===== src/cnn_pkg.sv =====
package cnn_pkg;

	// ------------------------------
	// Widths
	// ------------------------------
	localparam int PIX_W     = 8;   // Pixel / activation
	localparam int NUM_KERN  = 4;   // Output channels
	localparam int NUM_TAPS  = 9;   // 3x3 window
	localparam int DIM_W     = 8;   // Width, height, row, col
	localparam int DELAY_W   = 12;  // Start-up and row-gap counters
	localparam int ACC_W     = 20;  // 9 taps of u8 x s8
	localparam int POST_W    = 48;  // Scale, bias and shift path
	localparam int REG_IDX_W = 4;

	// Register word indices, byte address bits 5..2
	localparam logic [REG_IDX_W-1:0] REG_WIDTH_HEIGHT = 4'd0;
	localparam logic [REG_IDX_W-1:0] REG_DELAYS       = 4'd1;
	localparam logic [REG_IDX_W-1:0] REG_LAYER_CFG    = 4'd2;
	localparam logic [REG_IDX_W-1:0] REG_IMG_ADDR     = 4'd3;
	localparam logic [REG_IDX_W-1:0] REG_IMG_DATA     = 4'd4;
	localparam logic [REG_IDX_W-1:0] REG_WEIGHT       = 4'd5;
	localparam logic [REG_IDX_W-1:0] REG_PARAM        = 4'd6;
	localparam logic [REG_IDX_W-1:0] REG_LAYER_START  = 4'd7;
	localparam logic [REG_IDX_W-1:0] REG_LAYER_DONE   = 4'd8;

	// AHB codes
	localparam logic [1:0] TRANS_IDLE   = 2'b00;
	localparam logic [1:0] TRANS_NONSEQ = 2'b10;
	localparam logic [1:0] TRANS_SEQ    = 2'b11;
	localparam logic [1:0] RESP_OKAY    = 2'b00;

	// ------------------------------
	// Block to block bundles
	// ------------------------------
	typedef struct packed {
		logic       act_type;    // 0 ReLU, 1 linear
		logic [4:0] bias_shift;
		logic [2:0] act_shift;
	} layer_cfg_t;

	typedef struct packed {
		logic [DIM_W-1:0]   width;
		logic [DIM_W-1:0]   height;
		logic [DELAY_W-1:0] start_up_delay;
		logic [DELAY_W-1:0] hsync_delay;
	} frame_cfg_t;

	typedef struct packed {
		logic             valid;
		logic [DIM_W-1:0] row;
		logic [DIM_W-1:0] col;
		logic             first_row;
		logic             last_row;
		logic             first_col;
		logic             last_col;
	} scan_pos_t;

	typedef struct packed {
		logic                          valid;
		logic [NUM_TAPS-1:0][PIX_W-1:0] pix; // pix[0] top-left, raster order
	} window_t;

	typedef struct packed {
		logic        strobe;
		logic [1:0]  kern;
		logic [3:0]  tap;
		logic [15:0] value;     // {scale, bias} or {8'h0, weight}
		logic        is_param;
	} coef_wr_t;

	// Bus word, one layout per register
	typedef union packed {
		logic [31:0] raw;
		struct packed {
			logic [15:0] height;
			logic [15:0] width;
		} dims;
		struct packed {
			logic [7:0]  rsvd;
			logic [11:0] hsync;
			logic [11:0] start_up;
		} delays;
		struct packed {
			logic [15:0] rsvd_hi;
			logic [2:0]  act_shift;
			logic [4:0]  bias_shift;
			logic [3:0]  rsvd_mid;
			logic        act_type;
			logic [2:0]  rsvd_lo;
		} cfg;
		struct packed {
			logic [17:0]       rsvd;
			logic [1:0]        kern;
			logic [3:0]        tap;
			logic signed [7:0] weight;
		} weight;
		struct packed {
			logic [13:0]       rsvd;
			logic [1:0]        kern;
			logic signed [7:0] scale;
			logic signed [7:0] bias;
		} param;
	} reg_word_u;

endpackage


===== src/frame_scan.sv =====
`timescale 1ns/1ns
module frame_scan (
	input  logic                clk,
	input  logic                rstn,
	input  cnn_pkg::frame_cfg_t frame_cfg_i,
	input  logic                start_i,
	output cnn_pkg::scan_pos_t  pos_o,
	output logic                frame_end_o
);
	import cnn_pkg::*;

	localparam logic [1:0] ST_WAIT = 2'd0;  // Start-up delay
	localparam logic [1:0] ST_ROW  = 2'd1;  // Emitting positions
	localparam logic [1:0] ST_GAP  = 2'd2;  // Idle between rows

	logic [1:0]         state_q;
	logic               busy_q;
	logic [DELAY_W-1:0] dly_q;
	logic [DELAY_W-1:0] dly_lim;
	logic [DIM_W-1:0]   row_q;
	logic [DIM_W-1:0]   col_q;
	logic               end_q;
	logic               last_row;
	logic               last_col;

	assign last_row = (row_q == frame_cfg_i.height - 1'b1);
	assign last_col = (col_q == frame_cfg_i.width - 1'b1);
	assign dly_lim  = (state_q == ST_WAIT) ? frame_cfg_i.start_up_delay
	                                       : frame_cfg_i.hsync_delay;

	always_ff @(posedge clk or negedge rstn) begin
		if (!rstn) begin
			state_q <= ST_WAIT;
			busy_q  <= 1'b0;
			dly_q   <= '0;
			row_q   <= '0;
			col_q   <= '0;
			end_q   <= 1'b0;
		end else begin
			end_q <= 1'b0;
			if (start_i) begin           // Also restarts a running scan
				state_q <= ST_WAIT;
				busy_q  <= 1'b1;
				dly_q   <= DELAY_W'(1);
				row_q   <= '0;
				col_q   <= '0;
			end else if (busy_q) begin
				case (state_q)
					ST_ROW: begin
						if (last_col) begin
							col_q <= '0;
							if (last_row) begin
								busy_q <= 1'b0;
								end_q  <= 1'b1;  // Frame end next cycle
							end else begin
								row_q   <= row_q + 1'b1;
								state_q <= ST_GAP;
								dly_q   <= DELAY_W'(1);
							end
						end else begin
							col_q <= col_q + 1'b1;
						end
					end
					default: begin           // Wait and gap share the counter
						if (dly_q >= dly_lim)
							state_q <= ST_ROW;
						else
							dly_q <= dly_q + 1'b1;
					end
				endcase
			end
		end
	end

	assign pos_o.valid     = busy_q && (state_q == ST_ROW);
	assign pos_o.row       = row_q;
	assign pos_o.col       = col_q;
	assign pos_o.first_row = (row_q == '0);
	assign pos_o.last_row  = last_row;
	assign pos_o.first_col = (col_q == '0);
	assign pos_o.last_col  = last_col;
	assign frame_end_o     = end_q;

	a_pos_in_frame: assert property (@(posedge clk) disable iff (!rstn)
		pos_o.valid |-> (pos_o.col < frame_cfg_i.width) && (pos_o.row < frame_cfg_i.height));

endmodule


===== config.mk =====
export PLATFORM = sky130hd
export DESIGN_NAME = frame_scan
export DESIGN_NICKNAME = d
export VERILOG_FILES = /design/src/cnn_pkg.sv /design/src/frame_scan.sv
export SDC_FILE = /design/constraint.sdc
export NUM_CORES = 1
export LEC_CHECK = 0
export BUFFER_PORTS_ARGS = -buffer_cell sky130_fd_sc_hd__buf_4
export CAP_MARGIN = 10
export CORE_MARGIN = 4
export CORE_UTILIZATION = 55
export CTS_CLUSTER_DIAMETER = 40
export DETAILED_ROUTE_END_ITERATION = 8
export GPL_ROUTABILITY_DRIVEN = 0
export PLACE_DENSITY_LB_ADDON = 0.2
export SYNTH_ARGS = -nofsm -noshare
export SYNTH_HDL_FRONTEND = slang
export SYNTH_SLANG_ARGS = --single-unit

===== constraint.sdc =====
create_clock -name clk -period 10.05 [get_ports clk]
set_input_delay 1.005 -clock clk [delete_from_list [all_inputs] [get_ports clk]]
set_output_delay 1.005 -clock clk [all_outputs]
set_load 0.1 [all_outputs]

==> qor.txt <==
Final nets: 430
Total wire length after detailed routing: 6075 um
Power, Total: 0.2860 mW
Routed length per instance: 13.97 um
Post-synth EDFFs: 0
Setup repair after global routing missed its margin: false
Worst-case clock buffer depth: 2
Share of the clock period used by the worst path: 43.26%
Worst path slowest cell: or4_4
Die Footprint: 6110 um2
Congestion Overflow GR: 0
Number of nets in the synthesized netlist: 373
Status: finished, final reports clean
Worst path cell trace: buf_4, inv_1, ha_1, or3b_1, or4_4, a2111oi_4, o21ai_2, clkinv_2, buf_4
Pre-antenna DRT Iters: 4
Critical path data arrival time: 3.34 ns
Worst-case vdd ir drop: 0.05964 mV
Clock-pin slew of the registers on the worst-case setup and hold paths: 0.07 ns
Remaining max-slew budget at the tightest pin: 56.93%
Slew at the pin with the worst max-slew slack: 0.6460 ns
Maximum clock frequency: 0.2300 GHz
Sort of element at the end of the critical path: primary output
Combinational share of power: 15.2%
Ys async rst share: 100.0%
Cell count of the worst reg-to-reg path: 11
Final standard cell area without fillers: 3302 um2
Seq cells post-synth: 32
Register-to-register path setup slack: 6.64 ns
Post-CTS setup repair buffer count: 0
Chip Height: 78.17 um
Synth-to-Final Area Change: 21.95%
Placed wire-length estimate after detailed placement: 4546 um
Count of buffer and inverter cells on the critical path: 4
Power per standard cell area: 86.61 nW/um2
Clock power share: 38.5%
Worst R2R Start: state_q[0]
Antenna violations before repair: 0
Die boundary width: 78.17 um
Filler cell count in the final layout: 393
Placed Instances: 428
Clock insertion delay at the later pin of the skew report: 0.29 ns
Final core utilization: 69.45%
Worst hold path stage count: 2
Starting DRT DRC Count: 173
Clock tree from TritonCTS: yes
Data required, critical path: 9.05 ns
Number of violations of the max-capacitance limit: 0
Root Driver: clkbuf_8
I/O pins: 65
WHS Endpoint: state_q[0]
Number of antenna-violating nets in the routed design: 0
Antenna Cells: 0
Final setup violation count: 0
Critical path startpoint category: primary input
Critical hold path startpoint: state_q[0]
Sw Ratio: 25.34%
Dominant delay contributor by cell family on the critical path: simple AND/OR/NAND/NOR gates
Total track usage: 21.18%
Share of the yosys chip area belonging to registers: 29.57%
Starting density of the core: 56.95%
Worst Skew: 0.003426 ns
Number of vias in the routed layout: 2,527
Cts hold-fix bufs: 0
Warning count from the yosys run: 0
Crit Path Category: in -> out
Share of layout cells above drive strength 1: 23.37%
Static leakage power: 1.571 nW
Total CTS buffers: 5
Post-CTS resize count: 0
Shortest period the worst path allows: 4.347 ns
Number of placement rows: 25
Longest individual stage delay on the worst path: 0.50 ns
Maximum number of pins on one net before global-route repair: 33
Int Power: 0.2135 mW
Max Fanout on Critical Path: 11
Syn avg cell area: 8.706 um2
Core area: 4755 um2
Layout Cells excl Fill: 435
Cells after synthesis: 311
RR Endpoint: dly_q[10]
Worst setup path startpoint: frame_cfg_i[32]
First-pass GRT wire length: 10,710 um
Final Max Tran Viols: 0
Level count of the clock H-tree: 2
Worst min-delay path class: reg -> reg
CTS sink cnt: 32
Portion of total power attributed to sequential cells: 46.2%
DRC viols: 0
Number of distinct library cells after synthesis: 62
Cell area reported after detailed placement: 3206 um2
Via count of the first global-routing pass: 2,431
Via-per-instance ratio: 5.809
Flip-flop cell with the highest count after synthesis: dfrtp_1
Port bufs: 64
Hold violation count in the final report: 0
Net switching power: 0.07247 mW
Total Negative Setup Slacks: 0 ns
Most repeated library cell on the critical path: buf_4
Post-Syn Area: 2708 um2
[cells by family (layout without fill, tap and decap cells)]
| kind of cell | count (synthesis) | in the layout | synth area share (%) |
|---|---|---|---|
| flops | 32 | 32 | 29.57 |
| mux | 14 | 14 | 5.268 |
| compound gates | 63 | 63 | 16.54 |
| fa+ha+maj | 19 | 19 | 8.780 |
| simple gates | 128 | 128 | 26.76 |
| buf+inv | 32 | 89 | 5.128 |
| xor+xnor | 23 | 23 | 7.948 |
[registers in the layout, indices dropped and copies added, names as in the netlist]
name / count
state_q: 2
dly_q: 12
row_q: 8
busy_q: 1
col_q: 8
frame_end_o: 1
[power groups by stage]
| stage | Sequential [mW] | Combinational [mW] | Clock [mW] |
|---|---|---|---|
| 2_1_floorplan | 0.134 | 0.0225 | 0 |
| 5_1_grt | 0.133 | 0.0493 | 0.119 |
| 3_5_place_dp | 0.135 | 0.0438 | 0 |
| 6_report | 0.132 | 0.0436 | 0.110 |
| 3_3_place_gp | 0.135 | 0.0421 | 0 |
| 4_1_cts | 0.132 | 0.0440 | 0.113 |
[cells in the mapped netlist (2+ instances only)]
cell        n  area [um2]
a21o_1      8       60.06
a21oi_1    19       95.09
a31oi_1     3       18.77
a32oi_1     2       17.52
and2_1      3       18.77
and3_1      6       37.54
buf_4       2       15.01
clkbuf_1    9       33.78
dfrtp_1    32       800.8
ha_1       19       237.7
inv_1      14       52.55
mux2i_1    12       120.1
nand2_1    13       48.80
nand2b_1    5       31.28
nand3_1    15       75.07
nand3b_1    4       30.03
nand4_1     6       37.54
nor2_1     30       112.6
nor2b_1     4       25.02
nor3_1      4       20.02
nor3b_1     2       15.01
nor4_1      9       56.30
o2111ai_1   2       17.52
o211ai_1    3       22.52
o21ai_0     7       35.03
o221ai_1    3       26.28
o31ai_1     5       37.54
or2_2       2       12.51
or3_1       6       37.54
or3b_2      3       26.28
or4_1       8       60.06
xnor2_1    16       140.1
xor2_1      6       52.55
[metrics by stage]
step	setup WS [ns]	hold slack [ns]
3_5_place_dp	5.711	0.5279
6_report	5.703	0.5397
4_1_cts	5.698	0.5447
2_1_floorplan	4.554	0.4995
5_1_grt	5.570	0.5767
3_3_place_gp	5.757	0.5270
[how the worst max path moves through the flow]
stage / slack [ns] / end / cells after the start
2_1_floorplan: 4.55 / pos_o[1] / 4
5_1_grt: 5.57 / pos_o[0] / 9
3_5_place_dp: 5.71 / pos_o[0] / 9
4_1_cts: 5.70 / pos_o[0] / 9
6_report: 5.70 / pos_o[0] / 9
3_3_place_gp: 5.76 / pos_o[0] / 9
[placed cells by master (no fill, tap or decap), types with 3 or more instances in the layout]
cell type and count:
mux2i_1 12, a21oi_1 19, nand2_1 13, buf_4 65, o211ai_1 3, inv_1 14, and3_1 6, nor3_1 4
nand3_1 15, ha_1 19, nor2_1 30, and2_1 3, clkbuf_8 7, or3b_2 3, a31oi_1 3, nand2b_1 5
o21ai_0 7, xor2_1 6, nor2b_1 4, nand4_1 6, nor4_1 9, or3_1 6, xnor2_1 16, o221ai_1 3
nand3b_1 4, o31ai_1 5, dfrtp_1 32, a21o_1 8, or4_1 8
[final cells by class]
class,instances,area [um2],area share [%]
Multi-Input combinational cell,247,1768,53.54
Sequential cell,32,800.8,24.25
Timing Repair Buffer,65,488.0,14.78
Clock buffer,7,96.34,2.918
Tap cell,67,83.83,2.539
Inverter,17,65.06,1.970
[routing by layer]
metal	up-vias	part of all wire, %	GRT usage, %
li1	1266	-	-
met3	6	4.8	4.472
met5	-	0	0
met4	0	0.63	5.944
met2	68	50	37.16
met1	1187	45	26.24
[worst min-delay path: stages, from the launching register on]
cell and delay [ns]:
dfrtp_1 0.38, a21oi_1 0.05, nor2_1 0.07
Note: power is estimated with default switching activity, not from simulation.
