===== config.mk =====
export PLATFORM = sky130hd
export DESIGN_NAME = cnn_ahb_regs
export DESIGN_NICKNAME = d
export VERILOG_FILES = /design/src/cnn_pkg.sv /design/src/cnn_ahb_regs.sv
export SDC_FILE = /design/constraint.sdc
export NUM_CORES = 1
export LEC_CHECK = 0
export ABC_CLOCK_PERIOD_IN_PS = 1800
export BUFFER_PORTS_ARGS = -buffer_cell sky130_fd_sc_hd__buf_2
export CORE_MARGIN = 2
export CORE_UTILIZATION = 45
export DETAILED_ROUTE_END_ITERATION = 10
export PLACE_DENSITY = 0.81
export SYNTH_ARGS = -nofsm -noshare
export SYNTH_HDL_FRONTEND = slang
export SYNTH_SLANG_ARGS = --single-unit

===== constraint.sdc =====
create_clock -name clk -period 1.8 [get_ports clk]
set_input_delay 0.36 -clock clk [delete_from_list [all_inputs] [get_ports clk]]
set_output_delay 0.36 -clock clk [all_outputs]
set_load 0.02 [all_outputs]

===== src/cnn_pkg.sv =====
package cnn_pkg;

	// ------------------------------
	// Widths
	// ------------------------------
	localparam int PIX_W     = 8;   // Pixel / activation
	localparam int NUM_KERN  = 4;   // Output channels
	localparam int NUM_TAPS  = 9;   // 3x3 window
	localparam int DIM_W     = 8;   // Width, height, row, col
	localparam int DELAY_W   = 12;  // Start-up and row-gap counters
	localparam int ACC_W     = 20;  // 9 taps of u8 x s8
	localparam int POST_W    = 48;  // Scale, bias and shift path
	localparam int REG_IDX_W = 4;

	// Register word indices, byte address bits 5..2
	localparam logic [REG_IDX_W-1:0] REG_WIDTH_HEIGHT = 4'd0;
	localparam logic [REG_IDX_W-1:0] REG_DELAYS       = 4'd1;
	localparam logic [REG_IDX_W-1:0] REG_LAYER_CFG    = 4'd2;
	localparam logic [REG_IDX_W-1:0] REG_IMG_ADDR     = 4'd3;
	localparam logic [REG_IDX_W-1:0] REG_IMG_DATA     = 4'd4;
	localparam logic [REG_IDX_W-1:0] REG_WEIGHT       = 4'd5;
	localparam logic [REG_IDX_W-1:0] REG_PARAM        = 4'd6;
	localparam logic [REG_IDX_W-1:0] REG_LAYER_START  = 4'd7;
	localparam logic [REG_IDX_W-1:0] REG_LAYER_DONE   = 4'd8;

	// AHB codes
	localparam logic [1:0] TRANS_IDLE   = 2'b00;
	localparam logic [1:0] TRANS_NONSEQ = 2'b10;
	localparam logic [1:0] TRANS_SEQ    = 2'b11;
	localparam logic [1:0] RESP_OKAY    = 2'b00;

	// ------------------------------
	// Block to block bundles
	// ------------------------------
	typedef struct packed {
		logic       act_type;    // 0 ReLU, 1 linear
		logic [4:0] bias_shift;
		logic [2:0] act_shift;
	} layer_cfg_t;

	typedef struct packed {
		logic [DIM_W-1:0]   width;
		logic [DIM_W-1:0]   height;
		logic [DELAY_W-1:0] start_up_delay;
		logic [DELAY_W-1:0] hsync_delay;
	} frame_cfg_t;

	typedef struct packed {
		logic             valid;
		logic [DIM_W-1:0] row;
		logic [DIM_W-1:0] col;
		logic             first_row;
		logic             last_row;
		logic             first_col;
		logic             last_col;
	} scan_pos_t;

	typedef struct packed {
		logic                          valid;
		logic [NUM_TAPS-1:0][PIX_W-1:0] pix; // pix[0] top-left, raster order
	} window_t;

	typedef struct packed {
		logic        strobe;
		logic [1:0]  kern;
		logic [3:0]  tap;
		logic [15:0] value;     // {scale, bias} or {8'h0, weight}
		logic        is_param;
	} coef_wr_t;

	// Bus word, one layout per register
	typedef union packed {
		logic [31:0] raw;
		struct packed {
			logic [15:0] height;
			logic [15:0] width;
		} dims;
		struct packed {
			logic [7:0]  rsvd;
			logic [11:0] hsync;
			logic [11:0] start_up;
		} delays;
		struct packed {
			logic [15:0] rsvd_hi;
			logic [2:0]  act_shift;
			logic [4:0]  bias_shift;
			logic [3:0]  rsvd_mid;
			logic        act_type;
			logic [2:0]  rsvd_lo;
		} cfg;
		struct packed {
			logic [17:0]       rsvd;
			logic [1:0]        kern;
			logic [3:0]        tap;
			logic signed [7:0] weight;
		} weight;
		struct packed {
			logic [13:0]       rsvd;
			logic [1:0]        kern;
			logic signed [7:0] scale;
			logic signed [7:0] bias;
		} param;
	} reg_word_u;

endpackage


===== src/cnn_ahb_regs.sv =====
`timescale 1ns/1ns
module cnn_ahb_regs #(
	parameter int MAX_PIXELS   = 256,
	parameter int DEF_WIDTH    = 8,
	parameter int DEF_HEIGHT   = 8,
	parameter int DEF_START_UP = 20,
	parameter int DEF_HSYNC    = 4
) (
	input  logic                            clk,
	input  logic                            rstn,
	input  logic                            sl_hsel_i,
	input  logic                            sl_hready_i,
	input  logic [1:0]                      sl_htrans_i,
	input  logic [31:0]                     sl_haddr_i,
	input  logic                            sl_hwrite_i,
	input  logic [31:0]                     sl_hwdata_i,
	input  logic                            layer_done_i,
	output logic                            sl_hready_o,
	output logic [1:0]                      sl_hresp_o,
	output logic [31:0]                     sl_hrdata_o,
	output cnn_pkg::frame_cfg_t             frame_cfg_o,
	output cnn_pkg::layer_cfg_t             layer_cfg_o,
	output logic                            start_o,
	output logic                            img_we_o,
	output logic [$clog2(MAX_PIXELS)-1:0]   img_addr_o,
	output logic [cnn_pkg::PIX_W-1:0]       img_data_o,
	output cnn_pkg::coef_wr_t               coef_wr_o
);
	import cnn_pkg::*;

	localparam int AW = $clog2(MAX_PIXELS);

	logic [REG_IDX_W-1:0] sel_q;   // Latched word index
	logic                 wr_q;    // Data-phase write pending
	logic                 accept;
	frame_cfg_t           frame_q;
	layer_cfg_t           layer_q;
	logic [AW-1:0]        img_addr_q;
	reg_word_u            wr_word;
	reg_word_u            rd_word;

	assign accept = sl_hsel_i && sl_hready_i &&
		(sl_htrans_i == TRANS_NONSEQ || sl_htrans_i == TRANS_SEQ);
	assign wr_word.raw = sl_hwdata_i;

	// ------------------------------
	// Address phase
	// ------------------------------
	always_ff @(posedge clk or negedge rstn) begin
		if (!rstn) begin
			sel_q <= '0;
			wr_q  <= 1'b0;
		end else if (accept) begin
			sel_q <= sl_haddr_i[REG_IDX_W+1:2];
			wr_q  <= sl_hwrite_i;
		end else begin
			wr_q  <= 1'b0;   // Idle or busy slot
		end
	end

	// ------------------------------
	// Data phase, config writes
	// ------------------------------
	always_ff @(posedge clk or negedge rstn) begin
		if (!rstn) begin
			frame_q.width          <= DIM_W'(DEF_WIDTH);
			frame_q.height         <= DIM_W'(DEF_HEIGHT);
			frame_q.start_up_delay <= DELAY_W'(DEF_START_UP);
			frame_q.hsync_delay    <= DELAY_W'(DEF_HSYNC);
			layer_q                <= '0;   // ReLU, no shifts
			img_addr_q             <= '0;
		end else if (wr_q) begin
			case (sel_q)
				REG_WIDTH_HEIGHT: begin
					frame_q.width  <= wr_word.dims.width[DIM_W-1:0];
					frame_q.height <= wr_word.dims.height[DIM_W-1:0];
				end
				REG_DELAYS: begin
					frame_q.start_up_delay <= wr_word.delays.start_up;
					frame_q.hsync_delay    <= wr_word.delays.hsync;
				end
				REG_LAYER_CFG: begin
					layer_q.act_type   <= wr_word.cfg.act_type;
					layer_q.bias_shift <= wr_word.cfg.bias_shift;
					layer_q.act_shift  <= wr_word.cfg.act_shift;
				end
				REG_IMG_ADDR: img_addr_q <= wr_word.raw[AW-1:0];
				REG_IMG_DATA: img_addr_q <= img_addr_q + 1'b1;  // Auto increment
				default: ;
			endcase
		end
	end

	// Strobes live in the data phase only
	assign start_o    = wr_q && (sel_q == REG_LAYER_START) && wr_word.raw[0];
	assign img_we_o   = wr_q && (sel_q == REG_IMG_DATA);
	assign img_addr_o = img_addr_q;
	assign img_data_o = wr_word.raw[PIX_W-1:0];

	always_comb begin
		coef_wr_o          = '0;
		coef_wr_o.strobe   = wr_q && (sel_q == REG_WEIGHT || sel_q == REG_PARAM);
		coef_wr_o.is_param = (sel_q == REG_PARAM);
		if (coef_wr_o.is_param) begin
			coef_wr_o.kern  = wr_word.param.kern;
			coef_wr_o.value = {wr_word.param.scale, wr_word.param.bias};
		end else begin
			coef_wr_o.kern  = wr_word.weight.kern;
			coef_wr_o.tap   = wr_word.weight.tap;
			coef_wr_o.value = {8'h00, wr_word.weight.weight};
		end
	end

	// Readback in the write layouts
	always_comb begin
		rd_word = '0;
		case (sel_q)
			REG_WIDTH_HEIGHT: begin
				rd_word.dims.width  = 16'(frame_q.width);
				rd_word.dims.height = 16'(frame_q.height);
			end
			REG_DELAYS: begin
				rd_word.delays.start_up = frame_q.start_up_delay;
				rd_word.delays.hsync    = frame_q.hsync_delay;
			end
			REG_LAYER_CFG: begin
				rd_word.cfg.act_type   = layer_q.act_type;
				rd_word.cfg.bias_shift = layer_q.bias_shift;
				rd_word.cfg.act_shift  = layer_q.act_shift;
			end
			REG_IMG_ADDR:   rd_word.raw = 32'(img_addr_q);
			REG_LAYER_DONE: rd_word.raw = {31'b0, layer_done_i};
			default: ;     // Write-only words read 0
		endcase
	end

	assign sl_hrdata_o = rd_word.raw;
	assign sl_hready_o = 1'b1;         // Zero wait states
	assign sl_hresp_o  = RESP_OKAY;
	assign frame_cfg_o = frame_q;
	assign layer_cfg_o = layer_q;

	// Accepted writes only ever target the decoded map
	a_wr_idx: assert property (@(posedge clk) disable iff (!rstn)
		accept && sl_hwrite_i |=> sel_q <= REG_LAYER_DONE);

endmodule


==> flow_summary_export.csv, run 1 <==
group,metric,value,unit
status,run_status,"finished, violations left",
status,failing_checks,"setup timing",
clock_network,clock-root-buffer,"clkbuf_8",
worst_setup_path,critical_path.most_common_cell,"buf_6",
power_and_ir_drop,power_leakage,2.44,nW
die,num_rows,32,
finish,area_growth_syn_to_layout,43.4,%
worst_setup_path,cp-end-kind,"output pin",
yosys,netlist_area,3510,sq um
power_and_ir_drop,pwr-share-seq,0.348,
finish,final_layout_size_suffix_gt1_frac,0.611,
yosys,ys_seq_elements,62,
finish,finish.net_count,539,
clock_network,tritoncts,"built",
placed_design,gp_routability_congestion,0.835,
power_and_ir_drop,p_sw_frac,0.382,
die,fp.dieH,92.4,um
clock_network,cts_inserted_buffers,9,
timing,finalClockSkew,0.00718,ns
clock_network,clock_insertion_delay_worst_skew,0.33,ns
yosys,synth.top_cells.by_area,"dfrtp_1 (41%), mux2_4 (8.5%), mux2_1 (7.4%)",
finish,layout_commonest_cell,"buf_2",
worst_setup_path,type_of_the_setup_path_with_the_least_slack,"reg2out",
timing,final.min_clock_period,2.04,ns
global_route,grt_pass1_vias,2884,
worst_setup_path,startpoint_type,"flip-flop",
yosys,synthFlopType,"dfrtp_1",
die,start_util,0.459,
die,pin_count,198,
worst_setup_path,worstPathCellList,"buf_6, mux4_2, and2_4, buf_6",
worst_setup_path,timing.critical_path.buf_inv,2,
global_route,grtUsageTotal,0.213,
timing,postLayoutSetupSlackWorst,-0.238,ns
detailed_routing,antenna_left,0,
worst_setup_path,critical_path_required,1.44,ns
finish,final_util,0.659,
finish,antenna_cells,0,
yosys,synth-seq-area-share,0.443,
detailed_routing,detail_route.wirelength,9.36,mm
global_route,grt_overflow,0,
yosys,synth_cells,312,
yosys,synthesis.yosys.warnings,0,
worst_setup_path,slowest_delay,0.48,ns
power_and_ir_drop,ir_drop_worst_vdd,0.703,mV
worst_setup_path,arrival,1.68,ns
timing,final.hold.worst_slack,0.0438,ns
clock_network,cts_max_path_buffers,2,
worst_setup_path,timing.critical_path.fanout_max,4,
detailed_routing,vias,2959,
timing,rsz0062_at_grt,"true",
worst_setup_path,path_delay_family,"multiplexers",
placed_design,dpl_cell_area,4320,sq um
yosys,synth_top_area_share,0.406,
power_and_ir_drop,power_per_cell_area,1240,nW/um^2
yosys,synth_enable_flop_cells,0,
timing,setup-violations-final,42,
yosys,async_flop_share,1.00,
placed_design,io_buffer_count,149,
finish,layout_common_cells,"buf_2 (115), dfrtp_1 (53), buf_4 (31)",
timing,fmax,0.491,GHz
timing,report.final.hold_viol_count,0,
worst_setup_path,crit_slowest_cell,"mux4_2",
detailed_routing,drt_first_pass_iters,4,
power_and_ir_drop,power.total,6.25,mW
yosys,postSynthAreaPerCell,11.3,sq um
global_route,grt_start_max_net_pins,63,
detailed_routing,detail_route.wl_per_cell,16.3,um
finish,fillerInstances,599,
die,fp.dieArea,8530,sq um
detailed_routing,drc,0,
clock_network,clock_sinks,62,
die,design.core.area,7650,sq um
power_and_ir_drop,share_comb_of_total_power,0.425,
timing,maxSlewViolCount,0,
placed_design,dpl.hpwl,6.27,mm
power_and_ir_drop,pwr-share-clk,0.227,
yosys,count_of_cell_types_in_the_netlist,45,
yosys,yosysTopAreaCell,"dfrtp_1",
detailed_routing,vias_per_cell,5.16,
flow_run,timing.max_cap.violations,0,
clock_network,worst_setup_hold_path_clk_slew,0.07,ns
timing,fin_crit_sh,1.13,
die,die_x,92.4,um
finish,final_cell_area,5040,sq um
clock_network,cts_max_level,3,
global_route,grt_antenna_before_repair,0,
hold_path,hold_path_class,"in2async",
global_route,first_pass_grt_wire_length,14.2,mm
timing,fin_tns_setup,-5.60,ns
detailed_routing,number_of_violations_reported_at_the_end_of_detailed_routing_iteration_0,68,
power_and_ir_drop,total_switching_power,2.39,mW
power_and_ir_drop,cellInternalPower,3.86,mW
-- Yosys cell counts (5+ instances only) --
master,instances
nand2_1,7
buf_2,7
a21oi_1,17
mux2i_1,16
a22oi_1,8
dfstp_2,5
and2_1,10
o21ai_0,6
nor2_1,32
clkbuf_1,6
dfrtp_1,57
nor2b_1,7
mux2_1,23
mux2_2,12
nand3_1,8
buf_4,31
mux2_4,20
-- cells by family (layout without fill, tap and decap cells) --
family,Yosys count,in the layout,synth area share
flip-flops,62,62,0.443
buffers and inverters,50,200,0.0954
AO/OA/AOI/OAI,43,43,0.0741
other,2,11,0.00214
adder cells (fa/ha/maj),1,1,0.00356
multiplexers,72,72,0.250
AND/OR/NAND/NOR,82,82,0.132
-- worst paths after layout --
kind,from,slack (ns),endpoint,depth (start not counted)
max,sel_q[0],-0.24,sl_hrdata_o[3],4
min,rstn,0.04,frame_cfg_o[33],2
max reg2reg,sel_q[3],0.11,img_addr_o[6],7
min reg2reg,frame_cfg_o[34],0.51,frame_cfg_o[34],1
max in group asynchronous,rstn,1.44,frame_cfg_o[2],2
min in group clk,sl_hwrite_i,0.25,wr_q,3
-- layer usage --
layer,vias up,global-route usage,wire length (um)
li1,1365,-,-
met5,-,0,0
met1,1458,0.264,4010
met2,125,0.370,4650
met4,0,0.0634,116
met3,11,0.0521,581
-- metrics by stage --
step                setup WS (ns)  std cells
floorplan                -0.00188        321
global placement           0.0815        549
detailed placement          0.101        549
CTS                        -0.235        570
global route               -0.286        573
finish                     -0.238        573
-- power groups by stage --
stage	combinational (mW)	sequential, mW	clock (mW)
global route	2.84	2.23	1.52
finish	2.66	2.18	1.42
CTS	2.42	2.13	1.45
floorplan	1.16	2.52	0
detailed placement	2.31	2.16	0
global placement	2.26	2.13	0
-- layout make-up --
cell class	instances	area (sq um)	share of cell area
multi-input combinational	209	1850	0.368
timing repair buffer	182	1250	0.248
inverter	2	7.51	0.00149
clock buffer	13	169	0.0335
clock inverter	3	65.1	0.0129
tap	102	128	0.0253
sequential	62	1560	0.310
-- worst register-to-register path, stage by stage, from the launching register on --
cell and delay, ns:
dfrtp_2 0.44, buf_4 0.16, buf_4 0.14, nor4b_4 0.25, buf_4 0.19, nand3_1 0.13, o22ai_1 0.17, a21oi_1 0.09
-- flip-flops by register name, indices dropped and copies added, names as in the netlist --
signal and flops:
frame_cfg_o 40, layer_cfg_o 9, img_addr_o 8, sel_q 4, wr_q 1
-- timing repair --
item                                    4_1_cts  5_1_grt
pin swaps                                     0       27
setup buffers                                 5        1
gates resized for setup                      36       95
gates cloned                                  0        2
endpoints found under the setup margin       42       45
hold buffers                                  0        0
Power figures use the tool's default switching activity.
==> inputs of run 2 (changes only) <==
- RECOVER_POWER: unset -> 50
==> run 2 against run 1 <==
  * The flow finishes with violations (capacitance limit, slew limit, setup timing)
  * Sequential power about the same
  * Clock skew about the same
  * Largest power group unchanged
  * Non-clock buffer count unchanged
  * Highest routed layer unchanged
  * Die area unchanged
  * Clock-buffer cell count unchanged
  * Via count about the same
==> flow_summary_export.csv, run 2 (synthesis results as in run 1) <==
group,metric,value,unit
status,run_status,"finished, violations left",
status,failing_checks,"capacitance limit, slew limit, setup timing",
global_route,first_pass_grt_wire_length,14.2,mm
clock_network,clock-root-buffer,"clkbuf_8",
finish,final_cell_area,5000,sq um
power_and_ir_drop,cellInternalPower,3.85,mW
timing,fin_crit_sh,1.13,
finish,finish.net_count,539,
detailed_routing,detail_route.wirelength,9.35,mm
power_and_ir_drop,total_switching_power,2.39,mW
detailed_routing,drc,0,
detailed_routing,antenna_left,0,
detailed_routing,detail_route.wl_per_cell,16.3,um
detailed_routing,vias_per_cell,5.17,
die,design.core.area,7650,sq um
finish,final_layout_size_suffix_gt1_frac,0.573,
timing,max_slew_headroom,-0.0398,
clock_network,cts_inserted_buffers,9,
timing,pin_slew_with_the_least_headroom_to_its_limit,1.56,ns
flow_run,timing.max_cap.violations,1,
clock_network,cts_max_level,3,
clock_network,cts_max_path_buffers,2,
placed_design,io_buffer_count,149,
die,start_util,0.459,
power_and_ir_drop,share_comb_of_total_power,0.424,
worst_setup_path,critical_path.most_common_cell,"buf_6",
power_and_ir_drop,pwr-share-clk,0.227,
die,fp.dieArea,8530,sq um
placed_design,dpl.hpwl,6.27,mm
clock_network,holdBufCountCts,0,
power_and_ir_drop,power.total,6.24,mW
worst_setup_path,cp-end-kind,"output pin",
finish,layout.cells.non_filler,573,
worst_setup_path,timing.critical_path.fanout_max,4,
worst_setup_path,critical_path_required,1.44,ns
finish,layout_common_cells,"buf_2 (99), dfrtp_1 (55), buf_4 (31)",
global_route,grt_pass1_vias,2884,
clock_network,tritoncts,"built",
timing,finalClockSkew,0.00719,ns
worst_setup_path,crit_slowest_cell,"mux4_2",
timing,final.min_clock_period,2.04,ns
detailed_routing,number_of_violations_reported_at_the_end_of_detailed_routing_iteration_0,80,
die,num_rows,32,
worst_setup_path,startpoint_type,"flip-flop",
detailed_routing,drt_first_pass_iters,4,
worst_setup_path,worstPathCellList,"buf_6, mux4_2, and2_4, buf_6",
timing,fin_tns_setup,-5.58,ns
timing,rsz0062_at_grt,"true",
worst_setup_path,timing.critical_path.buf_inv,2,
power_and_ir_drop,ir_drop_worst_vdd,0.702,mV
power_and_ir_drop,power_leakage,2.39,nW
global_route,grt_antenna_before_repair,0,
worst_setup_path,path_delay_family,"multiplexers",
global_route,grt_start_max_net_pins,63,
die,pin_count,198,
die,die_x,92.4,um
die,fp.dieH,92.4,um
global_route,grt_overflow,0,
detailed_routing,vias,2960,
finish,layout_commonest_cell,"buf_2",
timing,fmax,0.491,GHz
global_route,grtUsageTotal,0.213,
clock_network,worst_setup_hold_path_clk_slew,0.07,ns
clock_network,clock_insertion_delay_worst_skew,0.33,ns
timing,report.final.hold_viol_count,0,
hold_path,hold_path_class,"in2reg",
power_and_ir_drop,p_sw_frac,0.383,
finish,largest_reg_flops,40,
clock_network,clock_sinks,62,
placed_design,numPlacedInstances,549,
timing,final.hold.worst_slack,0.254,ns
power_and_ir_drop,pwr-share-seq,0.349,
placed_design,dpl_cell_area,4320,sq um
finish,antenna_cells,0,
timing,maxSlewViolCount,63,
worst_setup_path,arrival,1.68,ns
placed_design,gp_routability_congestion,0.835,
timing,setup-violations-final,42,
timing,postLayoutSetupSlackWorst,-0.236,ns
power_and_ir_drop,power_per_cell_area,1250,nW/um^2
finish,area_growth_syn_to_layout,42.3,%
worst_setup_path,slowest_delay,0.48,ns
worst_setup_path,type_of_the_setup_path_with_the_least_slack,"reg2out",
-- run 2: final timing paths --
| path | from | end | slack (ns) | depth (start not counted) |
|---|---|---|---|---|
| hold reg to reg | frame_cfg_o[34] | frame_cfg_o[34] | 0.51 | 1 |
| min in group asynchronous | rstn | frame_cfg_o[10] | 0.51 | 2 |
| max in group asynchronous | rstn | sel_q[1] | 0.27 | 2 |
| setup / recovery | sel_q[0] | sl_hrdata_o[3] | -0.24 | 4 |
| hold / removal | sl_hwrite_i | wr_q | 0.25 | 3 |
| setup reg to reg | sel_q[2] | img_addr_o[5] | 0.07 | 5 |
-- run 2: worst min-delay path: cells and delay by family --
kind	cells	cell delay, ns
buffers and inverters	2	0.14
and+or+nand+nor	1	0.04
-- run 2: final cells by class --
type | count | area, sq um
fillers | 609 | 2650
clock buffers | 13 | 169
repair buffers | 182 | 1220
well taps | 102 | 128
inverters | 2 | 7.51
flip-flops and latches | 62 | 1560
clock inverters | 3 | 65.1
multi-input cells | 209 | 1850
-- run 2: power groups by stage --
stage	combinational [mW]	sequential, mW	clock [mW]
final	2.65	2.18	1.41
after global routing	2.83	2.23	1.52
after CTS	2.42	2.13	1.45
after detailed placement	2.31	2.16	0
after global placement	2.26	2.13	0
after floorplan	1.16	2.52	0
-- run 2: per-stage QoR --
step,worst slack (ns),util
6_report,-0.236,0.654
3_5_place_dp,0.101,0.565
5_1_grt,-0.286,0.654
3_3_place_gp,0.0815,0.565
4_1_cts,-0.235,0.614
2_1_floorplan,-0.00188,-
-- run 2: metal layers --
metal  wire (um)  track usage
met5           0            0
met4         107       0.0634
met3         596       0.0521
met2        4660        0.370
met1        3980        0.264
-- run 2: repair_timing --
action                                  in CTS  in global routing
pin swaps                                    0                 27
endpoints found under the setup margin      42                 45
buffers inserted                             5                  1
gates cloned                                 0                  2
resized for setup                           36                 95
==> inputs of run 3 (changes only) <==
- ABC_CLOCK_PERIOD_IN_PS: 1800 -> 2300
- clock period: 1.8 -> 2.3 ns (I/O delays scaled with it)
==> run 3 against run 2 <==
  * The run now ends clean
  * Critical path depth stayed put
  * Highest routed layer unchanged
  * Clock skew is 0.00064 ns lower
  * Sequential power is 22% lower
  * Clock-buffer cell count is 1 lower
  * Sequential cell count stayed put
  * Global-route usage is 0.90 points lower
  * Setup slack better by 0.33 ns
  * Critical endpoint unchanged
  * First-iteration DRC count is 51% higher
  * Worst hold slack better by 0.11 ns
  * Core utilization is 8.3 points lower
  * Sequential share of layout area is 4.5 points higher
==> flow_summary_export.csv, run 3 (synthesis results as in run 1) <==
group,metric,value,unit
clock_network,holdBufCountCts,0,
die,fp.dieArea,8530,sq um
global_route,grt_pass1_vias,2761,
detailed_routing,wl_met3,579,um
worst_setup_path,startpoint_type,"flip-flop",
finish,multiInputGateArea,1670,sq um
power_and_ir_drop,power_leakage,2.11,nW
timing,final.hold.worst_slack,0.362,ns
detailed_routing,antenna_left,0,
power_and_ir_drop,power_per_cell_area,1020,nW/um^2
finish,largest_reg_flops,40,
detailed_routing,vias,2822,
finish,fillerInstances,721,
placed_design,gp_routability_congestion,0.832,
clock_network,clock_insertion_delay_worst_skew,0.32,ns
timing,rsz0062_at_grt,"false",
worst_setup_path,type_of_the_setup_path_with_the_least_slack,"reg2out",
clock_network,worst_setup_hold_path_clk_slew,0.07,ns
clock_network,cts_max_level,3,
worst_setup_path,timing.critical_path.fanout_max,9,
worst_setup_path,arrival,1.74,ns
die,die_x,92.4,um
timing,fin_crit_sh,0.957,
die,start_util,0.459,
finish,layout_common_cells,"buf_2 (97), dfrtp_1 (57), clkbuf_1 (55)",
die,design.core.area,7650,sq um
worst_setup_path,cp-end-kind,"output pin",
detailed_routing,drc,0,
clock_network,cts_max_path_buffers,2,
global_route,grtUsageTotal,0.204,
placed_design,dpl.hpwl,6.17,mm
finish,final_layout_size_suffix_gt1_frac,0.384,
status,run_status,"complete, no violations",
clock_network,clock_sinks,62,
timing,report.final.hold_viol_count,0,
timing,final.min_clock_period,2.20,ns
timing,fin_tns_setup,0,ns
global_route,grt_antenna_before_repair,0,
worst_setup_path,critical_path_required,1.84,ns
global_route,grt_overflow,0,
clock_network,clock-root-buffer,"clkbuf_8",
die,pin_count,198,
clock_network,cts_inserted_buffers,9,
finish,antenna_cells,0,
timing,fmax,0.454,GHz
die,num_rows,32,
global_route,first_pass_grt_wire_length,13.7,mm
global_route,grt_start_max_net_pins,42,
detailed_routing,detail_route.wirelength,8.67,mm
timing,max_slew_headroom,0.177,
die,fp.dieH,92.4,um
placed_design,io_buffer_count,149,
timing,setup-violations-final,0,
detailed_routing,m1WireLength,3.79,mm
timing,maxSlewViolCount,0,
finish,layout_commonest_cell,"buf_2",
finish,final-seq-area,1560,sq um
detailed_routing,detail_route.wl_per_cell,15.6,um
flow_run,timing.max_cap.violations,0,
detailed_routing,max_layer_used,"met4",
detailed_routing,drt_first_pass_iters,4,
timing,finalClockSkew,0.00655,ns
finish,finish.net_count,521,
clock_network,tritoncts,"built",
timing,pin_slew_with_the_least_headroom_to_its_limit,1.23,ns
detailed_routing,wl_met2,4.18,mm
hold_path,hold_path_class,"in2reg",
finish,area_growth_syn_to_layout,24.3,%
detailed_routing,number_of_violations_reported_at_the_end_of_detailed_routing_iteration_0,121,
detailed_routing,vias_per_cell,5.08,
power_and_ir_drop,ir_drop_worst_vdd,0.486,mV
==> run 3: cell count changes in the layout (fill, tap and decap cells not counted), moves of 10 or more <==
cell,previous run,this run
clkbuf_1,17,55
buf_6,30,1
buf_4,31,13
and2_1,0,10
and2_4,10,0
==> run 3: cell type report <==
cell class | instances | area share
clock buffer | 12 | 0.0332
clock inverter | 4 | 0.0160
inverter | 2 | 0.00172
multi-input combinational | 209 | 0.381
sequential | 62 | 0.357
tap | 102 | 0.0292
timing repair buffer | 164 | 0.182
==> run 3: worst max-delay path, stage by stage, from the launching register on <==
cell	delay [ns]
dfrtp_1	0.42
buf_6	0.17
mux4_2	0.49
and2_1	0.18
buf_2	0.16
==> run 3: path summary, 6_finish.rpt <==
kind	from	to	slack, ns	cells after the start
max	sel_q[0]	sl_hrdata_o[3]	0.1	4
min	sl_hwdata_i[21]	frame_cfg_o[29]	0.36	2
max reg2reg	sel_q[1]	frame_cfg_o[3]	0.28	5
min reg2reg	frame_cfg_o[32]	frame_cfg_o[32]	0.52	1
max in group asynchronous	rstn	layer_cfg_o[8]	0.36	2
min in group asynchronous	rstn	frame_cfg_o[24]	0.38	1
==> run 3: routing by layer <==
metal,global-route usage,vias to the layer above
met4,0.0784,0
met5,0,-
met2,0.325,115
li1,-,1324
met1,0.277,1373
met3,0.0399,10
==> run 3: repair_timing <==
action / in CTS / in global routing
endpoints found under the setup margin: 1 / 3
resized for setup: 1 / 2
setup buffers: 0 / 5
==> run 3: stage by stage <==
| stage | instance area [sq um] | worst slack, ns | total power [mW] | util | instances |
|---|---|---|---|---|---|
| 6_report | 4370 | 0.0979 | 4.46 | 0.571 | 555 |
| 5_1_grt | 4370 | 0.00811 | 4.72 | 0.571 | 555 |
| 4_1_cts | 4400 | 0.00383 | 4.53 | 0.575 | 550 |
| 3_5_place_dp | 4180 | 0.307 | 3.46 | 0.547 | 534 |
| 3_3_place_gp | 4180 | 0.332 | 3.40 | 0.547 | 534 |
| 2_1_floorplan | 3550 | 0.382 | 2.88 | - | 321 |
==> run 3: power by group <==
part           switching [mW]  internal (mW)
clock                   0.414          0.638
combinational            1.03          0.684
sequential              0.303           1.39
total                    1.75           2.72
